===== src/common/vmul_cfg_pkg.sv =====
`default_nettype none

package vmul_cfg_pkg;

	// operand and result vector
	parameter int vec_width = 64;

	// 32-bit multiplier units, two sub-multipliers each
	parameter int n_units = 4;

	// 16-bit piece plus one extension bit
	parameter int sub_width = 17;

	// in_valid to out_valid
	parameter int lat_cycles = 4;

	parameter int default_tag_width = 32;

endpackage

`default_nettype wire


===== src/common/vmul_types_pkg.sv =====
`default_nettype none

package vmul_types_pkg;

	import vmul_cfg_pkg::*;

	typedef logic [vec_width-1:0] vec_t;
	typedef logic signed [sub_width-1:0] sub_op_t;
	typedef logic signed [2*sub_width-1:0] sub_prod_t;
	// full product of two 33-bit extended words
	typedef logic signed [65:0] word_prod_t;

	typedef enum logic [1:0] {
		e8    = 2'd0,
		e16   = 2'd1,
		e32   = 2'd2,
		e_bad = 2'd3
	} sew_e;

	typedef enum logic [1:0] {
		op_mul    = 2'd0,
		op_mulh   = 2'd1,
		op_mulhu  = 2'd2,
		op_mulhsu = 2'd3
	} mul_op_e;

	typedef struct packed {
		sew_e    sew;
		mul_op_e op;
	} ctrl_s;

	typedef struct packed {
		sub_op_t a0;
		sub_op_t a1;
		sub_op_t b0;
		sub_op_t b1;
		logic    word;
	} unit_in_s;

	typedef struct packed {
		sub_prod_t  p0;
		sub_prod_t  p1;
		word_prod_t word;
	} unit_out_s;

endpackage

`default_nettype wire


===== src/design/vmul_sideband_pipe.sv =====
`timescale 1ns/1ps
`default_nettype none

module vmul_sideband_pipe
	import vmul_cfg_pkg::*;
	import vmul_types_pkg::*;
#(
	parameter int tag_width = 32
) (
	input  wire logic                 clk,
	input  wire logic                 rst,
	input  wire logic                 valid,
	input  wire logic [tag_width-1:0] tag,
	input  wire ctrl_s                ctrl,
	output      ctrl_s                mux_ctrl,
	output      logic                 mux_valid,
	output      logic                 out_valid,
	output      logic [tag_width-1:0] out_tag
);

	typedef struct packed {
		logic                 valid;
		logic [tag_width-1:0] tag;
		ctrl_s                ctrl;
	} stage_s;

	stage_s pipe [lat_cycles];

	always_ff @(posedge clk) begin
		if (rst) begin
			for (int i = 0; i < lat_cycles; i++) begin
				pipe[i] <= '0;
			end
		end else begin
			pipe[0].valid <= valid;
			pipe[0].tag   <= valid ? tag : '0;
			pipe[0].ctrl  <= ctrl;
			for (int i = 1; i < lat_cycles; i++) begin
				pipe[i] <= pipe[i-1];
			end
		end
	end

	// one stage ahead of the output, in step with the products
	assign mux_ctrl  = pipe[lat_cycles-2].ctrl;
	assign mux_valid = pipe[lat_cycles-2].valid;
	assign out_valid = pipe[lat_cycles-1].valid;
	assign out_tag   = pipe[lat_cycles-1].tag;

endmodule

`default_nettype wire


===== config.mk =====
export PLATFORM = sky130hd
export DESIGN_NAME = vmul_sideband_pipe
export DESIGN_NICKNAME = d
export VERILOG_FILES = /design/src/common/vmul_cfg_pkg.sv /design/src/common/vmul_types_pkg.sv /design/src/design/vmul_sideband_pipe.sv
export SDC_FILE = /design/constraint.sdc
export NUM_CORES = 1
export LEC_CHECK = 0
export ABC_AREA = 1
export BUFFER_PORTS_ARGS = -buffer_cell sky130_fd_sc_hd__buf_2
export CAP_MARGIN = 20
export CORE_ASPECT_RATIO = 1.4
export CORE_UTILIZATION = 53
export DETAILED_ROUTE_END_ITERATION = 12
export PLACE_DENSITY = 0.81
export SETUP_SLACK_MARGIN = 0.02
export SYNTH_ARGS = -nofsm -noshare
export SYNTH_HDL_FRONTEND = slang
export SYNTH_SLANG_ARGS = --single-unit

===== constraint.sdc =====
create_clock -name clk -period 0.8 [get_ports clk]
set_clock_uncertainty 0.05 [all_clocks]
set_input_delay 0.16 -clock clk [delete_from_list [all_inputs] [get_ports clk]]
set_output_delay 0.16 -clock clk [all_outputs]
set_load 0.005 [all_outputs]

* After elaboration in Yosys (flattened, before gate mapping) *
Memories as Yosys holds them, arrays and structs flattened.
Cells that the tools add are included.

cells by class
  mux-type cells = 10
  bitwise gates (word level) = 6

operators by type and width
  kind                number
  37-bit two-way mux  3
  32-bit two-way mux  2
  1-bit bitwise OR    6
  1-bit two-way mux   4
  4-bit two-way mux   1

word-level totals
  flip-flop bits (word level) = 0
  RAM bits = 148
  bits of input ports = 39
  output and inout bits = 38
  logic and storage cells = 17
  memories = 1

memories
  name  words  bits a word  rd ports  clocked after Yosys merged registers in  write ports  line                      RTL
  pipe  4      37           4         0                                        4            vmul_sideband_pipe.sv:27  stage_s pipe [lat_cycles];

* Depth between registers and ports, before layout *
  depth after elaboration = 3
  gate-level depth with buffers = 4
  gate-level depth less buffers = 3

* Worst setup path after synthesis *
No wires, ideal clock.

  path kind = input-to-reg
  from = in rst
  to = mem pipe[1][0] in the netlist's numbering
  library setup time = 0.112 ns
  arrival = 0.505 ns
  data required time = 0.638 ns
  setup slack = 0.133 ns
  stages = 3
  path through = buf_4 > buf_6 > nor2_1

RTL lines
  element      line                      RTL
  from (decl)  vmul_sideband_pipe.sv:11  input wire logic rst,
  to (decl)    vmul_sideband_pipe.sv:27

==> reports/qor.txt <==
================================================================================
Status ............................................................ finished with violations
Violations in the final reports ................................... hold timing, setup timing
RD Place Congestion ...............................................        0.759
Max-Cap Viols .....................................................            0
Worst-case reg-to-reg path depth ..................................            2
Number of flip-flops in the largest register ......................          144
Vias in the first global route ....................................         2576
Netlist cell types ................................................            7
Clock group share of total power ..................................        48.1%
Placement row count ...............................................           37
Die area ..........................................................   8180 sq um
Post-route fraction of the period consumed by the critical path ...         145%
Number of pins exceeding their max-slew limit in the final report .            0
Mapped cell area ..................................................   4140 sq um
Sequential-to-total area share from yosys stat ....................        69.6%
Avg WL per Cell ...................................................      9.91 um
Number of vias per cell ...........................................         4.00
Post-synthesis to final-layout area growth ........................        34.0%
Final hold vios ...................................................            1
Worst Tran Pin Value ..............................................     0.295 ns
Type of the most critical hold path ............................... primary input to flip-flop
CTS tree ..........................................................         done
Number of buffers created by CTS ..................................           17
Power density of the placed cells ................................. 2780 nW/um^2
Initial antenna violation count ...................................            0
Clock buffer depth ................................................            2
Register with the most flip-flops .................................         pipe
Post-Synthesis Mean Instance Area .................................   9.16 sq um
Final Worst Setup Slack ...........................................    -0.360 ns
Startpoint of the most critical hold path .........................        valid
Registers with the most flip-flops ................................   pipe (144)
Peak VDD IR .......................................................      1.66 mV
Vias after detailed routing .......................................         2719
Global-route congestion overflow total ............................            0
Critical Path End Type ............................................ primary output
Slack of the worst reg-to-reg path ................................      0.14 ns
Clk root buf ......................................................     clkbuf_8
Worst path required time ..........................................      0.59 ns
Post-Syn Nets .....................................................          491
Number of nets in the finished design .............................          607
Sw Share ..........................................................        20.0%
Violation count after the first detailed-route iteration ..........          110
First-pass detailed-route iteration total .........................            4
Number of instances in the placed design ..........................          610
Worst-Skew Late Latency ...........................................      0.52 ns
Worst slack, placed ...............................................   -0.0419 ns
Starting density of the core ......................................        55.6%
Worst path buffer plus inverter count .............................            1
Static Leak .......................................................   0.00265 uW
Endpoint of the worst-slack reg-to-reg timing path ................  pipe[3][15]
Wire length of the first global-routing pass ......................     10900 um
Tightest slew margin relative to the limit ........................        80.3%
Setup repair after global routing missed its margin ...............         true
Post-CTS Setup Repair Bufs ........................................            0
Register share of total power .....................................        48.0%
Worst Hold Path EP ................................................  pipe[0][36]
Post-route minimum period .........................................      1.16 ns
H-tree depth ......................................................            4
Top cell type by total area after synthesis .......................      dfxtp_1
Highest Clock Rate ................................................    0.862 GHz
Top area cells in the synthesized netlist ......................... dfxtp_1 (70%), inv_1 (13%), nor2_1 (13%)
Startpoint class of the critical path .............................    flip-flop
Cell chain of the critical path ...................................        buf_6
Cell depth of the worst hold path .................................            4
Final ANT Viol Nets ...............................................            0
Number of synthesized register bits ...............................          144
Pin count of the biggest net entering global routing ..............           60
Total wirelength of the detailed-routed design ....................      6730 um
Hold slack final ..................................................  -0.00503 ns
Synthesized instance count ........................................          452
Final cell utilization of the core ................................        74.5%
Origin of the critical flop-to-flop path ..........................  pipe[2][15]
Largest stage delay on the critical path ..........................      0.32 ns
Remaining DRCs ....................................................            0
Logic gate share of total power ...................................         3.9%
Proportion of layout cells with a drive suffix above 1 ............        21.2%
Area of the core ..................................................   7450 sq um
Most used cells in the layout excluding fill and tap cells ........ inv_1 (145), nor2_1 (143), dfxtp_1 (132)
Critical path peak fanout .........................................            1
Total Routing Usage GR ............................................        18.1%
Detailed placer's ending HPWL .....................................      3410 um
Clock transition at the registers of the reported paths ...........      0.06 ns
# port buffers ....................................................           76
Psw ...............................................................      3090 uW
Data arrival, critical path .......................................      0.95 ns
Cell class contributing the biggest share of worst-path delay .....   flip-flops
Number of primary I/O pins ........................................           77
Total internal power ..............................................     12300 uW
Clock tree sinks ..................................................          144
Most common cell after layout, fill and taps aside ................        inv_1
Height of the chip ................................................       107 um
Horizontal extent of the die ......................................      76.7 um
Final Instance Count excl. Fillers ................................          679
Slowest CP cell ...................................................      dfxtp_2
Critical path start-end classification ............................ flip-flop to primary output
Final-report setup violation count ................................           38
Final Power .......................................................     15400 uW
Hold bufs inserted after CTS ......................................           36
Area share of the leading cell type in the synthesized netlist ....        69.6%
Syn. warnings .....................................................            0
================================================================================
worst max-delay path by stage:
stage	startpoint	end	slack (ns)	cells after the start
after global placement	rst	pipe[0][20]	-0.01	5
after detailed placement	rst	pipe[0][18]	-0.04	5
after global routing	pipe[2][36]	mux_valid	-0.40	1
final	pipe[3][18]	out_tag[14]	-0.36	1
after floorplan	rst	pipe[1][0]	0.13	3
after CTS	pipe[3][8]	out_tag[4]	-0.39	1
repair_timing:
item                                   4_1_cts  5_1_grt
endpoints found under the hold margin       37        1
gates cloned                                 0        0
setup endpoints to repair                   38       38
resized for setup                            8       11
pin swaps                                    0        0
worst reg2reg max path: stages (launching register included):
cell	delay (ns)
dfxtp_1	0.32
inv_1	0.05
nor2_1	0.15
layout make-up:
class / count / area (sq um)
flip-flops and latches: 144 / 2900
fillers: 491 / 1900
repair buffers: 116 / 867
inverters: 145 / 544
multi-input cells: 144 / 543
clock buffers: 22 / 463
well taps: 97 / 121
clock inverters: 10 / 110
diodes: 1 / 2.50
cells in the mapped netlist:
library cell / instances
inv_1: 145
dfxtp_1: 144
nor2_1: 143
buf_6: 9
buf_4: 8
buf_2: 2
nand2_2: 1
cell families after synthesis:
family,count (synthesis),synth area share (%)
buffers and inverters,164,17.3
DFF,144,69.6
and+or+nand+nor,144,13.1
metal layers:
metal | vias up | track usage (%) | routed length, um
met5 | - | 0 | 0
met4 | 0 | 12.8 | 283
met3 | 24 | 8.09 | 345
met2 | 86 | 31.5 | 3530
met1 | 1171 | 16.5 | 2570
li1 | 1438 | - | -
metrics by stage:
stage          instance area [sq um]  setup TNS (ns)  hold slack [ns]
2_1_floorplan                   4140               0            0.217
3_3_place_gp                    4550          -0.290            0.313
3_5_place_dp                    4550          -0.718            0.324
4_1_cts                         5500          -13.82          -0.0273
5_1_grt                         5550          -14.21         -0.00442
6_report                        5550          -12.78         -0.00503
power groups by stage:
stage	registers (uW)	clock network (uW)	logic (uW)
global placement	7550	0	423
detailed placement	7560	0	439
floorplan	7550	0	295
CTS	7400	7510	578
finish	7400	7420	596
global route	7420	7900	666
Note: power is estimated with default switching activity, not from simulation.
