$ cat config.mk
export PLATFORM = sky130hd
export DESIGN_NAME = vmul_operand_select
export DESIGN_NICKNAME = d
export VERILOG_FILES = /design/src/common/vmul_cfg_pkg.sv /design/src/common/vmul_types_pkg.sv /design/src/design/vmul_operand_select.sv
export SDC_FILE = /design/constraint.sdc
export NUM_CORES = 1
export LEC_CHECK = 0
export BUFFER_PORTS_ARGS = -buffer_cell sky130_fd_sc_hd__clkbuf_2
export CAP_MARGIN = 20
export CORE_AREA = 2 2 157 159
export DETAILED_ROUTE_END_ITERATION = 8
export DIE_AREA = 0 0 159 161
export PLACE_DENSITY = 0.58
export SYNTH_ARGS = -nofsm -noshare
export SYNTH_HDL_FRONTEND = slang
export SYNTH_SLANG_ARGS = --single-unit
$ cat constraint.sdc
create_clock -name clk -period 1 [get_ports clk]
set_input_delay 0.05 -clock clk [delete_from_list [all_inputs] [get_ports clk]]
set_output_delay 0.05 -clock clk [all_outputs]
set_load 0.05 [all_outputs]
$ cat src/common/vmul_cfg_pkg.sv
`default_nettype none

package vmul_cfg_pkg;

	// operand and result vector
	parameter int vec_width = 64;

	// 32-bit multiplier units, two sub-multipliers each
	parameter int n_units = 4;

	// 16-bit piece plus one extension bit
	parameter int sub_width = 17;

	// in_valid to out_valid
	parameter int lat_cycles = 4;

	parameter int default_tag_width = 32;

endpackage

`default_nettype wire

$ cat src/common/vmul_types_pkg.sv
`default_nettype none

package vmul_types_pkg;

	import vmul_cfg_pkg::*;

	typedef logic [vec_width-1:0] vec_t;
	typedef logic signed [sub_width-1:0] sub_op_t;
	typedef logic signed [2*sub_width-1:0] sub_prod_t;
	// full product of two 33-bit extended words
	typedef logic signed [65:0] word_prod_t;

	typedef enum logic [1:0] {
		e8    = 2'd0,
		e16   = 2'd1,
		e32   = 2'd2,
		e_bad = 2'd3
	} sew_e;

	typedef enum logic [1:0] {
		op_mul    = 2'd0,
		op_mulh   = 2'd1,
		op_mulhu  = 2'd2,
		op_mulhsu = 2'd3
	} mul_op_e;

	typedef struct packed {
		sew_e    sew;
		mul_op_e op;
	} ctrl_s;

	typedef struct packed {
		sub_op_t a0;
		sub_op_t a1;
		sub_op_t b0;
		sub_op_t b1;
		logic    word;
	} unit_in_s;

	typedef struct packed {
		sub_prod_t  p0;
		sub_prod_t  p1;
		word_prod_t word;
	} unit_out_s;

endpackage

`default_nettype wire

$ cat src/design/vmul_operand_select.sv
`timescale 1ns/1ps
`default_nettype none

module vmul_operand_select
	import vmul_cfg_pkg::*;
	import vmul_types_pkg::*;
(
	input  wire logic     clk,
	input  wire logic     rst,
	input  wire vec_t     vec0,
	input  wire vec_t     vec1,
	input  wire ctrl_s    ctrl,
	output      unit_in_s units [n_units]
);

	logic     a_sgn;
	logic     b_sgn;
	unit_in_s nxt [n_units];

	function automatic sub_op_t ext8(input logic [7:0] x, input logic s);
		return {{(sub_width-8){s & x[7]}}, x};
	endfunction

	function automatic sub_op_t ext16(input logic [15:0] x, input logic s);
		return {{(sub_width-16){s & x[15]}}, x};
	endfunction

	// only the high half depends on signedness
	assign a_sgn = (ctrl.op == op_mulh) || (ctrl.op == op_mulhsu);
	assign b_sgn = (ctrl.op == op_mulh);

	always_comb begin
		for (int u = 0; u < n_units; u++) begin
			nxt[u] = '0;
			case (ctrl.sew)
				e8: begin
					nxt[u].a0 = ext8(vec0[16*u +: 8], a_sgn);
					nxt[u].a1 = ext8(vec0[16*u+8 +: 8], a_sgn);
					nxt[u].b0 = ext8(vec1[16*u +: 8], b_sgn);
					nxt[u].b1 = ext8(vec1[16*u+8 +: 8], b_sgn);
				end
				e16: if (u < n_units/2) begin
					nxt[u].a0 = ext16(vec0[32*u +: 16], a_sgn);
					nxt[u].a1 = ext16(vec0[32*u+16 +: 16], a_sgn);
					nxt[u].b0 = ext16(vec1[32*u +: 16], b_sgn);
					nxt[u].b1 = ext16(vec1[32*u+16 +: 16], b_sgn);
				end
				e32: if (u < n_units/2) begin
					// low pieces never carry the sign
					nxt[u].a0   = ext16(vec0[32*u +: 16], 1'b0);
					nxt[u].a1   = ext16(vec0[32*u+16 +: 16], a_sgn);
					nxt[u].b0   = ext16(vec1[32*u +: 16], 1'b0);
					nxt[u].b1   = ext16(vec1[32*u+16 +: 16], b_sgn);
					nxt[u].word = 1'b1;
				end
				default: ;
			endcase
		end
	end

	always_ff @(posedge clk) begin
		for (int u = 0; u < n_units; u++) begin
			if (rst) begin
				units[u] <= '0;
			end else begin
				units[u] <= nxt[u];
			end
		end
	end

endmodule

`default_nettype wire

== Word-level counts from Yosys, hierarchy flattened ==
Index checks and enable logic that the tools add are counted.

* Equal/unequal tests: 4
* Multiplexer cells: 3
* Bitwise gates (word level): 17
* Reductions and logical operators: 3

{| class="wikitable"
|+ Operators with widths
! operator !! count
|-
| $pmux 68 s3 || 2
|-
| $and 1x1->1 || 16
|-
| $eq 2x1->1 const B || 2
|-
| $eq 2x2->1 const B || 2
|-
| $logic_not 2->1 || 1
|-
| $reduce_or 2->1 || 1
|-
| $logic_or 1x1->1 || 1
|-
| $mux 1 || 1
|-
| $not 1->1 || 1
|}

* Register bits after elaboration: 211
* Input bits: 134
* Output and inout bits: 276
* Logic and storage cells: 46

== Depth between registers and ports, before layout ==
* Depth after elaboration: 4
* Depth in mapped cells: 5
* Gate-level depth less buffers: 3

== Worst setup path before layout ==
OpenSTA, ideal clock, no wires.

* Kind: input-to-reg
* Start: in rst
* End: reg units[178] (netlist name)
* Library setup time: 0.059 ns
* Arrival time: 1.069 ns
* Setup slack: -0.128 ns
* Stages: 5
* Path through: buf_2 nor3_1 buf_2 clkbuf_1 a22o_1

{| class="wikitable"
|+ RTL lines
! element !! RTL line !! RTL
|-
| start: declaration || vmul_operand_select.sv:9 || <nowiki>input wire logic rst,</nowiki>
|-
| end signal: indexed assignment || vmul_operand_select.sv:66 || <nowiki>units[u] <= nxt[u];</nowiki>
|-
| end: declaration || vmul_operand_select.sv:13 || <nowiki>output unit_in_s units [n_units]</nowiki>
|}

== Worst setup path in the final report ==
* Start: reg units[129] (netlist name)
* End: out units[129] (netlist name)

No word-level cell between the ends.

==> out/metrics.csv <==
metric,value,unit
status,"finished, violations left",
failing checks,negative setup slack,
sequential power share,0.401,
RSZ-0062 raised after global routing,true,
synth cell count leaders,"209 x dfxtp_1, 84 x and2_1, 71 x buf_4",
"slowest stage delay, CP",0.37,ns
met2 routed WL,16200,um
Leak Pwr,0.00688,uW
"Buf+Inv Stages, Crit Path",2,
Unique masters post-synth,26,
vias in the first global route,7244,
Starting Density,0.287,
synthesized cell area,6870,um^2
Period minus WS final,1.23,ns
H-Tree Depth,1,
Pint,16200,uW
clock-pin slew on the worst setup and hold paths,0.06,ns
Worst Setup Start Kind,flop,
Final Non-Filler Cells,1493,
critical path endpoint category,output pin,
Post-Syn Instances,652,
share of the synthesized area in the top cell type,0.609,
final setup vio count,274,
Synth Flop Type,dfxtp_1,
Critical Path Start,units[129],
max reg flops,209,
P_sw,6510,uW
asr flop ratio synth,0,
Combinational Power Share,0.236,
GRT Overall Usage,0.225,
"count leader, synth",dfxtp_1,
Site Rows,57,
PD cells,1460,nW/um^2
TNS Setup,-23.37,ns
detail-routed via count per cell,4.51,
# IOs,410,
Tightest Hold Check Type,input port to flop,
"EDFF count, synth",0,
Mapped Avg Cell Area,10.5,um^2
total number of vias,6726,
biggest area consumer among synthesized cells,dfxtp_1,
critical path class,flop to output pin,
most flop-heavy register,units,
synth-to-layout area growth,127,%
hold_sp,vec0[23],
Slowest cell on crit path,dfxtp_4,
Final WS setup,-0.233,ns
final hold vios,0,
nets,1286,
Antenna Violating Nets Remaining,0,
fraction of layout cells with a size suffix above 1,0.608,
synth top area cells,"dfxtp_1 61%, buf_4 7.8%, and2_1 7.7%",
Yosys reg bits,209,
grt ovf,0,
critical path arrival,1.18,ns
Critical Path RT,0.95,ns
Final Max Slew Viols,0,
Finished Cell Area,15600,um^2
Sink Count,209,
Worst VDD drop,1.16,mV
Net Sw Frac,0.287,
Clk pwr share,0.363,
Worst Path Max Fanout,4,
Die W,159,um
CTS tree,done,
maxcap violations,0,
fill cell count,1576,
fmax,811,MHz
routed wl met3,2200,um
largest net degree at the start of global routing,42,
Top Registers,units: 209 flops,
register area share after synthesis,0.609,
core region area,24000,um^2
Num CTS Buffers,23,
area of the multi-input gates,2070,um^2
die footprint,25600,um^2
register area,4470,um^2
antenna violations before repair,2,
DP HPWL,17700,um
DRT Pass-1 Iters,4,
Max clock buf depth,3,
Area after DPL,9160,um^2
DR WL/cell,20.7,um
highest metal layer with signal wires,met4,
placed cells,1314,
Final Cycle Share,1.23,
"wirelength, routed",30900,um
DR DRC count,0,
Root Buffer,clkbuf_16,
initial DRC count,359,
Yosys warning count,0,
die height,161,um
CP Cell Sequence,buf_6 > clkbuf_8,
GP Congestion,0.826,
first-pass GRT wire length,44500,um
cell family with most CP delay,flip-flops,
M1 WL,11300,um
number of port buffers,407,
[metrics by stage]
stage / setup slack (ns) / total power, uW / utilization / hold slack [ns]
6_report: -0.233 / 22700 / 0.650 / 0.0155
5_1_grt: -0.265 / 23500 / 0.650 / 0.0319
4_1_cts: -0.212 / 22600 / 0.638 / 0.0155
3_5_place_dp: -0.215 / 12600 / 0.382 / 0.253
3_3_place_gp: -0.188 / 12600 / 0.382 / 0.250
2_1_floorplan: -0.0129 / 11400 / - / 0.128
[metal layers]
metal | GRT usage | up-vias
met5 | 0 | -
met4 | 0.0897 | 0
met3 | 0.0673 | 69
met2 | 0.416 | 348
met1 | 0.242 | 3223
li1 | - | 3086
[layout make-up]
| class | count | share of cell area |
|---|---|---|
| clock inverter | 6 | 0.00410 |
| tap | 324 | 0.0260 |
| antenna | 2 | 0.000321 |
| multi-input combinational | 332 | 0.133 |
| timing repair buffer | 586 | 0.508 |
| sequential | 209 | 0.287 |
| clock buffer | 34 | 0.0422 |
[layout by cell type (no fill, tap or decap), types with 3 or more instances in the layout]
cell type      netlist  layout
dfxtp_4              0       9
and3_1               4       4
buf_12               0      15
nand2b_1             3       3
a21oi_1             67      67
buf_4               71      28
nor2_1              47      47
buf_6                0       7
clkbuf_2             0     132
clkbuf_8             0      51
dlygate4sd3_1        0     128
buf_8                0      98
a22o_1              34      34
and2_1              84      84
a2bb2oi_1           11      11
nor2b_1              7       6
a211oi_1             6       6
nor3_2               0       3
mux2i_1             15      15
clkbuf_16            0     152
dfxtp_2              0     200
clkbuf_1            24       7
nand2_1             36      36
[kinds of logic (layout without fill, tap and decap cells)]
kind of cell | count (synthesis) | count (layout) | synth area share
other | 1 | 4 | 0.000546
buffers and inverters | 112 | 626 | 0.103
AOI/OAI and AO/OA | 121 | 121 | 0.116
and+or+nand+nor | 193 | 193 | 0.149
muxes | 15 | 15 | 0.0219
xor gates and xnor gates | 1 | 1 | 0.00128
DFF | 209 | 209 | 0.609
[what timing repair did]
action / CTS / global route
setup endpoints to repair: 274 / 280
cloned: 0 / 1
endpoints found under the hold margin: 206 / 0
resized for setup: 873 / 135
buffers inserted: 0 / 7
pin swaps: 0 / 1
hold buffers: 129 / 0
[power groups by stage]
stage          clock network [uW]  registers (uW)  logic [uW]
2_1_floorplan                   0           10500         912
3_3_place_gp                    0            9030        3540
3_5_place_dp                    0            9040        3540
4_1_cts                      8380            9050        5150
5_1_grt                      8770            9140        5540
6_report                     8240            9110        5350
[final timing paths]
check	to	slack [ns]	cells past startpoint
setup / recovery	units[129]	-0.23	2
hold / removal	units[249]	0.02	3
Note: power is estimated with default switching activity, not from simulation.
