`src/common/vmul_cfg_pkg.sv`:
```
`default_nettype none

package vmul_cfg_pkg;

	// operand and result vector
	parameter int vec_width = 64;

	// 32-bit multiplier units, two sub-multipliers each
	parameter int n_units = 4;

	// 16-bit piece plus one extension bit
	parameter int sub_width = 17;

	// in_valid to out_valid
	parameter int lat_cycles = 4;

	parameter int default_tag_width = 32;

endpackage

`default_nettype wire

```
`src/common/vmul_types_pkg.sv`:
```
`default_nettype none

package vmul_types_pkg;

	import vmul_cfg_pkg::*;

	typedef logic [vec_width-1:0] vec_t;
	typedef logic signed [sub_width-1:0] sub_op_t;
	typedef logic signed [2*sub_width-1:0] sub_prod_t;
	// full product of two 33-bit extended words
	typedef logic signed [65:0] word_prod_t;

	typedef enum logic [1:0] {
		e8    = 2'd0,
		e16   = 2'd1,
		e32   = 2'd2,
		e_bad = 2'd3
	} sew_e;

	typedef enum logic [1:0] {
		op_mul    = 2'd0,
		op_mulh   = 2'd1,
		op_mulhu  = 2'd2,
		op_mulhsu = 2'd3
	} mul_op_e;

	typedef struct packed {
		sew_e    sew;
		mul_op_e op;
	} ctrl_s;

	typedef struct packed {
		sub_op_t a0;
		sub_op_t a1;
		sub_op_t b0;
		sub_op_t b1;
		logic    word;
	} unit_in_s;

	typedef struct packed {
		sub_prod_t  p0;
		sub_prod_t  p1;
		word_prod_t word;
	} unit_out_s;

endpackage

`default_nettype wire

```
`src/design/vmul_lane_mult.sv`:
```
`timescale 1ns/1ps
`default_nettype none

module vmul_lane_mult
	import vmul_types_pkg::*;
(
	input  wire logic      clk,
	input  wire logic      rst,
	input  wire unit_in_s  in,
	output      unit_out_s out
);

	sub_prod_t  p0_q;
	sub_prod_t  p1_q;
	sub_prod_t  x0_q;
	sub_prod_t  x1_q;
	word_prod_t word_sum;

	// stage 1: four 17x17 partial products
	always_ff @(posedge clk) begin
		if (rst) begin
			p0_q <= '0;
			p1_q <= '0;
			x0_q <= '0;
			x1_q <= '0;
		end else begin
			p0_q <= sub_prod_t'(in.a0) * sub_prod_t'(in.b0);
			p1_q <= sub_prod_t'(in.a1) * sub_prod_t'(in.b1);
			// cross terms only matter for 32-bit elements
			if (in.word) begin
				x0_q <= sub_prod_t'(in.a1) * sub_prod_t'(in.b0);
				x1_q <= sub_prod_t'(in.a0) * sub_prod_t'(in.b1);
			end else begin
				x0_q <= '0;
				x1_q <= '0;
			end
		end
	end

	always_comb begin
		word_sum = (word_prod_t'(p1_q) <<< 32)
			+ ((word_prod_t'(x0_q) + word_prod_t'(x1_q)) <<< 16)
			+ word_prod_t'(p0_q);
	end

	// stage 2
	always_ff @(posedge clk) begin
		if (rst) begin
			out <= '0;
		end else begin
			out.p0   <= p0_q;
			out.p1   <= p1_q;
			out.word <= word_sum;
		end
	end

endmodule

`default_nettype wire

```
`config.mk`:
```
export PLATFORM = sky130hd
export DESIGN_NAME = vmul_lane_mult
export DESIGN_NICKNAME = d
export VERILOG_FILES = /design/src/common/vmul_cfg_pkg.sv /design/src/common/vmul_types_pkg.sv /design/src/design/vmul_lane_mult.sv
export SDC_FILE = /design/constraint.sdc
export NUM_CORES = 2
export LEC_CHECK = 0
export ABC_CLOCK_PERIOD_IN_PS = 21700
export BUFFER_PORTS_ARGS = -buffer_cell sky130_fd_sc_hd__buf_2
export CORE_UTILIZATION = 50
export DETAILED_ROUTE_END_ITERATION = 8
export PLACE_DENSITY = 0.71
export SLEW_MARGIN = 20
export SYNTH_ARGS = -nofsm -noshare
export SYNTH_HDL_FRONTEND = slang
export SYNTH_SLANG_ARGS = --single-unit
```
`constraint.sdc`:
```
create_clock -name clk -period 21.7 [get_ports clk]
set_clock_uncertainty 0.1 [all_clocks]
set_input_delay 3.255 -clock clk [delete_from_list [all_inputs] [get_ports clk]]
set_output_delay 3.255 -clock clk [all_outputs]
set_load 0.005 [all_outputs]
```
======== Word level (Yosys, flattened, before mapping) ========
Index checks and enable logic that the tools add are counted.
storage, ports and cells
  bits of input ports ..................... 71
  bits in registers ....................... 270
  output and inout bits ................... 134
  logic and storage cells ................. 16
cells by class
  reduce and logical (&&, ||, !) cells .... 1
  multiply operators ...................... 4
  bitwise operators ....................... 1
  add/sub/neg operators ................... 3
operators with widths
  cell                                            number
  17-bit by 17-bit multiplier with 34-bit output  4
  66-bit by 34-bit adder with 66-bit output       1
  66-bit by 51-bit adder with 66-bit output       1
  34-bit by 34-bit adder with 35-bit output       1
  2-bit OR reduction                              1
  1-bit NOT                                       1

======== Depth between registers and ports, before layout ========
  word-level depth ........................ 3
  mapped depth ............................ 27
  depth with buffers taken out ............ 26

======== Worst setup path after synthesis ========
Ideal clock, no wire load.
  kind .................................... input port to flip-flop
  from .................................... in in[9] (netlist bit)
  to ...................................... reg p1_q[33]
  setup time .............................. 71 ps
  arrival time ............................ 9175 ps
  setup slack ............................. 12355 ps
  path buffers ............................ 2
  cell stages on the path ................. 26
  cells stage by stage .................... clkbuf_1 -> clkbuf_1 -> nand2_1 -> fa_1 -> inv_1 -> fa_1 -> inv_1 -> fa_1 -> inv_1 -> fa_1 -> fa_1 -> inv_1 -> fa_1 -> inv_1 -> ha_1 -> a21oi_1 -> o21ai_0 -> a221o_1 -> a221oi_1 -> o31ai_1 -> a21boi_1 -> a2111oi_0 -> nor3_1 -> nor2_1 -> or3_1 -> a21oi_1
between the ends
  longest elaborated chain between the ends .. 1
RTL lines
  what                                            line                  RTL
  start, declared                                 vmul_lane_mult.sv:9   input wire unit_in_s in,
  17-bit by 17-bit multiplier with 34-bit output  vmul_lane_mult.sv:28  p1_q <= sub_prod_t'(in.a1) * sub_prod_t'(in.b1);
  end signal, assigned                            vmul_lane_mult.sv:28
  end, declared                                   vmul_lane_mult.sv:14  sub_prod_t p1_q;
Every way passes these cells.
A chain may end at the register's enable or synchronous reset.

======== Worst setup path in the final report ========
  from .................................... in in[17] (netlist bit)
  to ...................................... reg p1_q[31]
The elaborated chain is that of the path after synthesis.

==> impl_metrics.ini <==
[clock_network]
worstSkewPairLatency_ns = 0.59
cts-root-buf = clkbuf_16
cts_resized = 0
numCtsBuffers = 34
clock_path_buffers = 3
tritoncts = built
cts.sinks = 254
cts.clk_slew.worst_paths_ns = 0.06
post_cts_buffers = 0
ctsHtreeMaxLevel = 2
hold_buffers = 0

[sta]
worstMarginPinSlew_ns = 1.14
fmax_ghz = 0.0990
min_period_over_period_pct = 46.6
finalHoldViolations = 0
slew_headroom_pct = 22.9
drv_slew = 0
rsz0062_at_grt = false
post-route-min-period_ns = 10.10
fin_setup_tns_ns = 0
setup_viol = 0

[synth]
synthCells = 5974
ys_seq_area_share_pct = 9.25
ys_ff_latch = 254
synth_fp_nets = 7702
avgSynthCellArea_um2 = 9.20
syn_area_um2 = 55000
synthArstFlopShare_pct = 0
synth_ff_type = dfxtp_1
synth-edff-count = 0
yosys_warnings = 0
ys_types = 84

[drt]
wl_per_cell_um = 18.6
drtAntennaViolNets = 0
firstDrtPassIters = 5
vias_per_cell = 5.32
first_iter_violations = 2437
totalWireLength_um = 138000
drc = 0
vias = 39453

[critical_path]
slowest_stage = a2111oi_0
crit_fanout = 15
cp.arrival_ns = 10.46
worstSetupEndpointType = flop
critPathBufInv = 5
worst_setup_path_start_kind = input port
cp_cell_sequence = buf_2, clkinv_1, buf_4, nor2_1, fa_1, fa_1, fa_1, fa_1, fa_1, inv_1, fa_1, inv_1, ha_1, nand3_1, or2_2, o31ai_1, a21boi_1, a2111oi_0, nor2_1, xor2_1, nor2_1
cp_slowest_stage_delay_ns = 0.62
path_common_cell = fa_1
worstPathRequired_ns = 22.06
critical-path-top-delay-family = adder cells
crit_type = in2reg

[die]
ioPinCount = 205
die-width_um = 334
floorplan.initialDensity_pct = 50.4
die_area_um2 = 111000
rows = 121
dieHeight_um = 334
coreArea_um2 = 109000

[global_routing]
grt_max_degree = 78
grt_pass1_vias = 43066
antenna_found_initial = 10
grt_overflow = 0
grt_pass1_wl_um = 228000
grt_usage_pct = 26.0

[placement]
place_area_um2 = 56900
gp_congestion = 0.892
hpwlAfterDp_um = 106000
io_buffers = 204

[layout]
nNetsFinal = 7698
drive_gt1_share_pct = 5.52
area_delta_synth_final_pct = 5.70
stdcell_area_um2 = 58100
finish.utilization_pct = 53.3

[flow_run]
drv_cap = 0

[run_status]
status = finished, final reports clean

[hold_path]
hp-class = reg2reg
==> path summary, 6_finish.rpt <==
kind / to / depth (start not counted) / from / slack, ns
worst max-delay path: p1_q[31] / 21 / in[17] / 11.60
worst min-delay path: out[107] / 1 / p0_q[7] / 0.33
worst max register to register: out[65] / 24 / x0_q[1] / 14.51
worst min register to register: out[107] / 1 / p0_q[7] / 0.33
==> placed cells by master, fill, tap and decap left out, types with 7 or more instances in the layout <==
cell	netlist	routed
a21oi_1	155	155
nor2b_1	91	91
buf_4	16	23
o211ai_1	10	10
or3_1	8	8
nor3_1	47	47
nor2_1	282	282
inv_1	1302	1302
clkbuf_16	0	34
nor3b_1	7	7
xor2_1	61	61
o21ai_1	15	15
o31ai_1	13	13
o21bai_1	23	23
ha_1	438	438
nand4_1	19	19
a31oi_1	11	11
xnor2_1	134	134
and2_1	593	593
nand3_1	42	42
a21o_1	99	99
nand2b_1	38	37
fa_1	1219	1219
and3_1	18	18
o21ai_0	83	82
a211oi_1	15	14
buf_2	5	203
nand2_1	602	602
dfxtp_1	254	254
o21a_1	23	23
==> cell type report <==
class / count / area, um2
Clock buffer: 36 / 868
Clock inverter: 25 / 344
Fill cell: 9881 / 50900
Antenna cell: 4 / 10.0
Multi-Input combinational cell: 4149 / 44000
Sequential cell: 254 / 5080
Inverter: 1304 / 4890
Tap cell: 1414 / 1770
Timing Repair Buffer: 227 / 1200
==> logic make-up (layout without fill, tap and decap cells) <==
family / count (synthesis) / after routing / share of synthesized area, %
compound gates: 529 / 529 / 6.45
flops: 254 / 254 / 9.25
xor+xnor: 196 / 196 / 3.15
mux: 2 / 2 / 0.0364
fa+ha+maj: 1657 / 1657 / 54.3
simple gates: 1765 / 1765 / 15.9
other cells: 0 / 4 / 0
buf+inv: 1571 / 1592 / 10.8
==> per-layer routing <==
layer  global-route usage, %  up-vias  wire length, um
met5                       0        -               79
met3                    4.51      215             9660
met2                    44.7     1214            67000
met1                    33.2    20235            55900
li1                        -    17779                -
met4                    8.61       10             4990
==> flip-flops by register name, indices dropped and copies added (netlist names) <==
name  flops
x1_q     34
x0_q     34
out     118
p0_q     34
p1_q     34
==> cell usage after synthesis, types with 18 or more instances <==
master / number / share of area, %
inv_1: 1302 / 8.9
fa_1: 1219 / 44
nand2_1: 602 / 4.1
and2_1: 593 / 6.7
ha_1: 438 / 10
nor2_1: 282 / 1.9
dfxtp_1: 254 / 9.2
clkbuf_1: 239 / 1.6
a21oi_1: 155 / 1.4
xnor2_1: 134 / 2.1
a21o_1: 99 / 1.4
nor2b_1: 91 / 1.0
o21ai_0: 83 / 0.76
xor2_1: 61 / 0.97
nor3_1: 47 / 0.43
nand3_1: 42 / 0.38
nand2b_1: 38 / 0.43
o21a_1: 23 / 0.31
o21bai_1: 23 / 0.31
nand4_1: 19 / 0.22
and3_1: 18 / 0.20
==> per-stage QoR <==
| stage | worst slack (ns) | instances | hold WS [ns] |
|---|---|---|---|
| CTS | 11.74 | 7409 | 0.338 |
| finish | 11.60 | 7413 | 0.328 |
| floorplan | 12.35 | 5974 | 0.314 |
| global placement | 11.19 | 7348 | 0.316 |
| global route | 11.37 | 7412 | 0.349 |
| detailed placement | 11.14 | 7348 | 0.326 |
Power is not shown: default switching activity piles up to over one toggle a cycle in this logic, so the estimate is an artifact.
