$ cat src/common/vmul_cfg_pkg.sv
`default_nettype none

package vmul_cfg_pkg;

	// operand and result vector
	parameter int vec_width = 64;

	// 32-bit multiplier units, two sub-multipliers each
	parameter int n_units = 4;

	// 16-bit piece plus one extension bit
	parameter int sub_width = 17;

	// in_valid to out_valid
	parameter int lat_cycles = 4;

	parameter int default_tag_width = 32;

endpackage

`default_nettype wire

$ cat src/common/vmul_types_pkg.sv
`default_nettype none

package vmul_types_pkg;

	import vmul_cfg_pkg::*;

	typedef logic [vec_width-1:0] vec_t;
	typedef logic signed [sub_width-1:0] sub_op_t;
	typedef logic signed [2*sub_width-1:0] sub_prod_t;
	// full product of two 33-bit extended words
	typedef logic signed [65:0] word_prod_t;

	typedef enum logic [1:0] {
		e8    = 2'd0,
		e16   = 2'd1,
		e32   = 2'd2,
		e_bad = 2'd3
	} sew_e;

	typedef enum logic [1:0] {
		op_mul    = 2'd0,
		op_mulh   = 2'd1,
		op_mulhu  = 2'd2,
		op_mulhsu = 2'd3
	} mul_op_e;

	typedef struct packed {
		sew_e    sew;
		mul_op_e op;
	} ctrl_s;

	typedef struct packed {
		sub_op_t a0;
		sub_op_t a1;
		sub_op_t b0;
		sub_op_t b1;
		logic    word;
	} unit_in_s;

	typedef struct packed {
		sub_prod_t  p0;
		sub_prod_t  p1;
		word_prod_t word;
	} unit_out_s;

endpackage

`default_nettype wire

$ cat src/design/vmul_result_select.sv
`timescale 1ns/1ps
`default_nettype none

module vmul_result_select
	import vmul_cfg_pkg::*;
	import vmul_types_pkg::*;
(
	input  wire logic      clk,
	input  wire logic      rst,
	input  wire unit_out_s prods [n_units],
	input  wire ctrl_s     ctrl,
	input  wire logic      valid,
	output      vec_t      vec
);

	logic hi;
	vec_t nxt_vec;

	assign hi = (ctrl.op != op_mul);

	always_comb begin
		nxt_vec = '0;
		case (ctrl.sew)
			e8: begin
				for (int u = 0; u < n_units; u++) begin
					nxt_vec[16*u +: 8]   = hi ? prods[u].p0[15:8] : prods[u].p0[7:0];
					nxt_vec[16*u+8 +: 8] = hi ? prods[u].p1[15:8] : prods[u].p1[7:0];
				end
			end
			e16: begin
				for (int u = 0; u < n_units/2; u++) begin
					nxt_vec[32*u +: 16]    = hi ? prods[u].p0[31:16] : prods[u].p0[15:0];
					nxt_vec[32*u+16 +: 16] = hi ? prods[u].p1[31:16] : prods[u].p1[15:0];
				end
			end
			e32: begin
				for (int u = 0; u < n_units/2; u++) begin
					nxt_vec[32*u +: 32] = hi ? prods[u].word[63:32] : prods[u].word[31:0];
				end
			end
			default: nxt_vec = '0;
		endcase
	end

	// holds the last result between operations
	always_ff @(posedge clk) begin
		if (rst) begin
			vec <= '0;
		end else if (valid) begin
			vec <= nxt_vec;
		end
	end

endmodule

`default_nettype wire

$ cat config.mk
export PLATFORM = sky130hd
export DESIGN_NAME = vmul_result_select
export DESIGN_NICKNAME = d
export VERILOG_FILES = /design/src/common/vmul_cfg_pkg.sv /design/src/common/vmul_types_pkg.sv /design/src/design/vmul_result_select.sv
export SDC_FILE = /design/constraint.sdc
export NUM_CORES = 1
export LEC_CHECK = 0
export BUFFER_PORTS_ARGS = -buffer_cell sky130_fd_sc_hd__buf_2
export CORE_AREA = 2 2 233 235
export CTS_BUF_LIST = sky130_fd_sc_hd__clkbuf_8
export DETAILED_ROUTE_END_ITERATION = 10
export DIE_AREA = 0 0 235 237
export PLACE_DENSITY_LB_ADDON = 0.25
export SLEW_MARGIN = 40
export SYNTH_ARGS = -nofsm -noshare
export SYNTH_HDL_FRONTEND = slang
export SYNTH_SLANG_ARGS = --single-unit
$ cat constraint.sdc
create_clock -name clk -period 1.25 [get_ports clk]
set_input_delay 0.25 -clock clk [delete_from_list [all_inputs] [get_ports clk]]
set_output_delay 0.25 -clock clk [all_outputs]
set_load 0.01 [all_outputs]
# Word level (Yosys, flattened, before mapping)
# Cells that the tools add are included.
dict set report word_totals {
  regBits 64
}
dict set report classes {
  eq_ne 2
  mux 15
  n_reduce_logical 2
}
# operator n
set op_table {}
lappend op_table {{case mux 64 bit (3 select lines)} 1}
lappend op_table {{2-to-1 mux 16 bit} 4}
lappend op_table {{2-to-1 mux 32 bit} 2}
lappend op_table {{2-to-1 mux 8 bit} 8}
lappend op_table {{== test 2 x 1 -> 1 bit, second input constant} 1}
lappend op_table {{== test 2 bit, second input constant} 1}
lappend op_table {{zero test 2 bit} 1}
lappend op_table {{nonzero test 2 bit} 1}

# Depth between registers and ports, before layout
# Gate-level depths: netlist of the first run.
dict set report logic_depth {
  word_depth 3
  depth_mapped 6
  mapped_depth_nobuf 3
}

# Worst setup path before layout of the first run
# Ideal clock, no wire load.
dict set report synth_timing {
  kind {input port to flip-flop}
  startpoint {input port ctrl[3] (netlist bit)}
  endpoint {register vec[41]}
  setup_time_ps 117
  arrival_time_ps 1215
  path_slack_ps -82
  path_stages 5
  path_buffers 2
  cell_sequence {buf_4 buf_2 mux2i_1 o221ai_1 a32o_1}
}
dict set report synth_via {
  elab_chain_cells 2
}
# element line_no
set synth_lines {}
lappend synth_lines {{start: declaration} vmul_result_select.sv:11} ;# input wire ctrl_s ctrl,
lappend synth_lines {{== test 2 bit (tied with other cells)} vmul_result_select.sv:23} ;# case (ctrl.sew)
lappend synth_lines {{case mux 64 bit (3 select lines) *} vmul_result_select.sv:23}
lappend synth_lines {{end signal: assignment} vmul_result_select.sv:50} ;# vec <= nxt_vec;
lappend synth_lines {{end: declaration} vmul_result_select.sv:13} ;# output vec_t vec
# Mark *: on every way between the ends. The rest lies on a longest branch, timed or not.
# A chain may end at the register's enable or synchronous reset.

# Worst setup path after layout of the first run
dict set report layout_timing {
  startpoint {input port ctrl[3] (netlist bit)}
  endpoint {register vec[11]}
}
# The elaborated chain is that of the path after synthesis.

==> flow_metrics.tcl, run 1 <==
set metrics [dict create \
    dp_hpwl_um 34000 \
    clk_pin_slew_worst_paths_ns 0.09 \
    fin_crit_sh 1.02 \
    cp_data_required_time_ns 1.57 \
    grt_pass1_wl_um 55500 \
    clk_latency_ns 0.42 \
    violations "setup timing" \
    top_register "vec" \
    power.switching_w 0.00262 \
    synth.yosys.seq_area_share 0.234 \
    io_buffers 390 \
    async_flop_share 0 \
    intPower_w 0.00433 \
    fill_cells 6066 \
    area_growth_pct 72.2 \
    synth_area_leaders "dfxtp_1 (23%), mux2i_1 (22%), o221ai_1 (12%)" \
    maxSlewViolCount 0 \
    postRouteAntennaNets 0 \
    synth_most_common_cell "mux2i_1" \
    clock_power_share 0.278 \
    slew-limit-headroom 0.667 \
    cp-start-kind "input port" \
    outcome "finished with violations" \
    yosysUniqueCellTypes 31 \
    cts.sinks 64 \
    drtPass1Iterations 5 \
    ios 607 \
    setup_ws_ns -0.0216 \
    crit_fanout 16 \
    netSwitchingFraction 0.377 \
    synth_area_leader_cell "dfxtp_1" \
    largest_register_ffs 64 \
    hold_path_class "input port to register" \
    netlist_top_cells_count "mux2i_1 (118), inv_1 (76), o221ai_1 (76)" \
    grt_max_degree 31 \
    cp_data_arrival_time_ns 1.59 \
    drive_gt1_frac 0.531 \
    syn_nets 1158 \
    drc 0 \
    holdWs_ns 0.253 \
    wl_per_cell_um 23.0 \
    grt_pass1_vias 7271 \
    grt_overflow 0 \
    instances_no_fill 1748 \
    ys_warn_count 0 \
    cts_tree "done" \
    peakVddDrop_v 0.000457 \
    drt_iter0_drc 322 \
    antenna_found_initial 6 \
    die_x_um 235 \
    max-cap-violations 0 \
    start_util 0.103 \
    post-place-ws_ns -0.705 \
    gp_congestion 0.851 \
    worst_pin_slew_ns 0.500 \
    yosysTopAreaCellShare 0.234 \
    rows 85 \
    clock_path_buffers 2 \
    combPwrFrac 0.398 \
    hold_violations 0 \
    seq_power_share 0.324 \
    largestRegisters "vec (64)" \
    critPathKind "input port to register" \
    synth_cells 615 \
    fp.dieH_um 237 \
    synthFlopType "dfxtp_1" \
    final.min_clock_period_ns 1.27 \
    p_leak_nw 4.44 \
    routed_wl_um 40300 \
    clock-root-buffer "clkbuf_8" \
    core_area_um2 53300 \
    viasPerCell 3.98 \
    setup_tns_ns -0.0216 \
    max_freq_mhz 786 \
    avgSynthCellArea_um2 8.92 \
    p_per_area_nw_per_um2 736 \
    finalSetupViolCount 1 \
    endpoint_kind "register" \
    grt.total_usage 0.142 \
    place_inst 1725 \
    clock_skew_ns 0 \
    htreeDepth 3 \
    ys_seq_elements 64 \
    vias 6958 \
    syn_area_um2 5480 \
    synth-edff-count 0 \
    nets 1589 \
    die_area_um2 55700 \
    rsz0062_at_grt "yes" \
    cts_buffers 9 \
]
## final timing paths
check,slack (ns),startpoint,cells after the start,to
hold / removal,0.25,prods[436],4,vec[2]
setup reg to reg,0.37,vec[7],3,vec[7]
setup / recovery,-0.02,ctrl[3],6,vec[11]
hold reg to reg,0.47,vec[37],1,vec[37]
## power groups by stage
stage | combinational (W) | clock (W) | sequential (W)
after floorplan | 0.00107 | 0 | 0.00233
after global placement | 0.00274 | 0 | 0.00229
after detailed placement | 0.00272 | 0 | 0.00229
after CTS | 0.00277 | 0.00210 | 0.00225
after global routing | 0.00299 | 0.00218 | 0.00227
final | 0.00277 | 0.00193 | 0.00225
## cells by family (layout without fill, tap and decap cells)
| family | after synthesis | count (layout) | synth area share |
|---|---|---|---|
| compound gates | 206 | 206 | 0.330 |
| buf+inv | 150 | 586 | 0.125 |
| flops | 64 | 64 | 0.234 |
| mux | 118 | 118 | 0.215 |
| other cells | 0 | 1 | 0 |
| simple gates | 77 | 77 | 0.0963 |
## per-stage QoR
stage               area, µm²  power, W  utilization
global placement         9020   0.00503        0.169
detailed placement       9020   0.00501        0.169
global route             9450   0.00743        0.177
finish                   9450   0.00695        0.177
CTS                      9320   0.00713        0.175
floorplan                5520   0.00340            -
## critical path, stage by stage
cell and delay [ns]:
clkbuf_8 0.18, buf_12 0.19, mux2i_2 0.26, buf_4 0.15
o221ai_1 0.22, a32o_1 0.33
## per-layer routing
metal | vias to the layer above | part of all wire | global-route usage
li1 | 3287 | - | -
met2 | 319 | 0.44 | 0.216
met5 | - | 0.00032 | 0
met1 | 3326 | 0.48 | 0.195
met3 | 24 | 0.071 | 0.0460
met4 | 2 | 0.013 | 0.0282
## cells in the final DEF, fill, tap and decap left out, types with 2 or more instances in the layout
master      instances
buf_2             373
mux2i_1           113
buf_4              79
inv_1              77
o221ai_1           71
a32o_1             55
dfxtp_1            38
nand3b_1           34
o211ai_1           34
buf_12             27
dfxtp_2            23
buf_6              14
clkbuf_8           12
nand2b_1            9
a211o_1             9
nor3b_1             9
o21a_1              9
o21ai_1             9
nor2b_1             9
nor3_1              8
o221ai_2            5
a311oi_2            5
mux2i_2             4
a311oi_1            3
dfxtp_4             3
nor2_4              2
o21ai_0             2
clkinvlp_4          2
## layout make-up
| type | count | area (µm²) | share of cell area |
|---|---|---|---|
| Tap cell | 696 | 871 | 0.0922 |
| Inverter | 76 | 285 | 0.0302 |
| Antenna cell | 1 | 2.50 | 0.000265 |
| Sequential cell | 64 | 1320 | 0.140 |
| Clock inverter | 5 | 32.5 | 0.00344 |
| Clock buffer | 11 | 151 | 0.0160 |
| Multi-Input combinational cell | 401 | 3610 | 0.382 |
| Timing Repair Buffer | 494 | 3170 | 0.336 |
## repair_timing
action / 4_1_cts / 5_1_grt
hold buffers: 0 / 0
resized for setup: 44 / 21
setup buffers: 0 / 6
gates cloned: 0 / 0
endpoints found under the setup margin: 24 / 26
No activity file was read; power rests on OpenSTA's default activity.
==> run 2: changes to the inputs <==
--- a/config.mk
+++ b/config.mk
@@ -11,6 +11,7 @@
 export DETAILED_ROUTE_END_ITERATION = 10
 export DIE_AREA = 0 0 235 237
 export PLACE_DENSITY_LB_ADDON = 0.25
+export RECOVER_POWER = 100
 export SLEW_MARGIN = 40
 export SYNTH_ARGS = -nofsm -noshare
 export SYNTH_HDL_FRONTEND = slang
==> run 2 against run 1 <==
Effect of this change:
- the run still ends with setup timing left
- count of clock-buffer cells in the layout did not move
- power decreased by 0.30%
- register-to-register slack barely moved
- fmax down 0.84%
- critical path depth is 1 higher
- core utilization shrank 0.070 points
- via count is 0.13% lower
- first-iteration DRC count shrank 17%
- flip-flop and latch count unchanged
==> flow_metrics.tcl, run 2 (synthesis results as in run 1) <==
set metrics [dict create \
    clk_pin_slew_worst_paths_ns 0.10 \
    viasPerCell 3.97 \
    drc 0 \
    grt_max_degree 31 \
    final_common_cell "buf_2" \
    gp_congestion 0.851 \
    hold_path_class "input port to register" \
    clock_skew_ns 0 \
    io_buffers 390 \
    htreeDepth 3 \
    rsz0062_at_grt "yes" \
    dpl-instance-area_um2 9020 \
    p_leak_nw 4.40 \
    peakVddDrop_v 0.000451 \
    hold_violations 0 \
    cts.sinks 64 \
    largestRegisters "vec (64)" \
    fin_crit_sh 1.03 \
    max-cap-violations 0 \
    worstReg2RegEnd "vec[7]" \
    max_freq_mhz 780 \
    core_area_um2 53300 \
    nets 1589 \
    worst_pin_slew_ns 0.500 \
    clock-root-buffer "clkbuf_8" \
    holdWs_ns 0.243 \
    outcome "finished with violations" \
    crit_fanout 15 \
    start_util 0.103 \
    grt_overflow 0 \
    area_growth_pct 71.5 \
    maxSlewViolCount 0 \
    r2r-start "vec[7]" \
    antenna_found_initial 6 \
    cp_data_required_time_ns 1.58 \
    violations "setup timing" \
    finalSetupViolCount 2 \
    grt_pass1_vias 7271 \
    hold_buffers 0 \
    top_register "vec" \
    grt_use_met1 0.195 \
    clock_path_buffers 2 \
    cp-start-kind "input port" \
    cts_buffers 9 \
    critPathKind "input port to register" \
    hold_depth 3 \
    crit_end "vec[19]" \
    fp.dieH_um 237 \
    cts_tree "done" \
    p_per_area_nw_per_um2 737 \
    slew-limit-headroom 0.667 \
    ios 607 \
    drt_iter0_drc 266 \
    grt.total_usage 0.142 \
    regToRegSetupSlack_ns 0.37 \
    drtPass1Iterations 4 \
    r2r_cells 3 \
    post-place-ws_ns -0.705 \
    grt_pass1_wl_um 55500 \
    rows 85 \
    largest_register_ffs 64 \
    setup_ws_ns -0.0324 \
    cp_data_arrival_time_ns 1.62 \
    worstSetupStartpoint "ctrl[3]" \
    final_cell_area_um2 9410 \
    met3_usage 0.0460 \
    final_cell_mix "buf_2 (337), mux2i_1 (113), inv_1 (77), buf_4 (76), o221ai_1 (71)" \
    dp_hpwl_um 34000 \
    final.min_clock_period_ns 1.28 \
    routed_wl_um 40200 \
    postRouteAntennaNets 0 \
    endpoint_kind "register" \
    drive_gt1_frac 0.526 \
    die_area_um2 55700 \
    clk_latency_ns 0.42 \
    top_usage_layer "met2" \
    die_x_um 235 \
    wl_per_cell_um 23.0 \
    vias 6949 \
    met2_usage 0.216 \
    fill_cells 6072 \
]
-- run 2: through the flow --
step	total power, W	cells	TNS, ns	utilization
floorplan	0.00340	615	-0.936	-
global placement	0.00503	1725	-22.39	0.169
detailed placement	0.00501	1725	-22.68	0.169
CTS	0.00713	1741	-0.0165	0.175
global route	0.00742	1748	-0.0240	0.176
finish	0.00693	1750	-0.0551	0.177
-- run 2: cell type report --
| cell class | instances | area [µm²] | area share |
|---|---|---|---|
| diodes | 3 | 7.51 | 0.000798 |
| clock buffers | 11 | 151 | 0.0161 |
| clock inverters | 5 | 32.5 | 0.00346 |
| inverters | 76 | 285 | 0.0303 |
| multi-input cells | 401 | 3590 | 0.382 |
| flip-flops and latches | 64 | 1320 | 0.140 |
| well taps | 696 | 871 | 0.0926 |
| repair buffers | 494 | 3150 | 0.335 |
-- run 2: worst min path at each step --
stage	end	start
2_1_floorplan	vec[0]	valid
3_3_place_gp	vec[40]	vec[40]
3_5_place_dp	vec[37]	vec[37]
4_1_cts	vec[18]	prods[486]
5_1_grt	vec[4]	rst
6_report	vec[4]	rst
-- run 2: worst max-delay path: stages --
cell,delay [ns]
clkbuf_8,0.17
buf_8,0.21
buf_12,0.14
mux2i_1,0.33
buf_4,0.17
o211ai_1,0.08
a32o_1,0.25
-- run 2: power breakdown --
part / switching (W) / total, W / internal [W]
Combinational: 0.00142 / 0.00274 / 0.00132
Clock: 0.00111 / 0.00193 / 0.000821
Sequential: 0.0000853 / 0.00225 / 0.00217
-- run 2: repair_timing --
item,CTS,global route
gates resized for setup,44,21
setup endpoints to repair,24,26
buffers inserted,0,6
pin swaps,0,0
-- run 2: metal layers --
layer	routed length, µm	vias to the layer above
li1	-	3295
met1	19500	3314
met2	17400	312
met3	2770	26
met4	533	2
met5	13	-
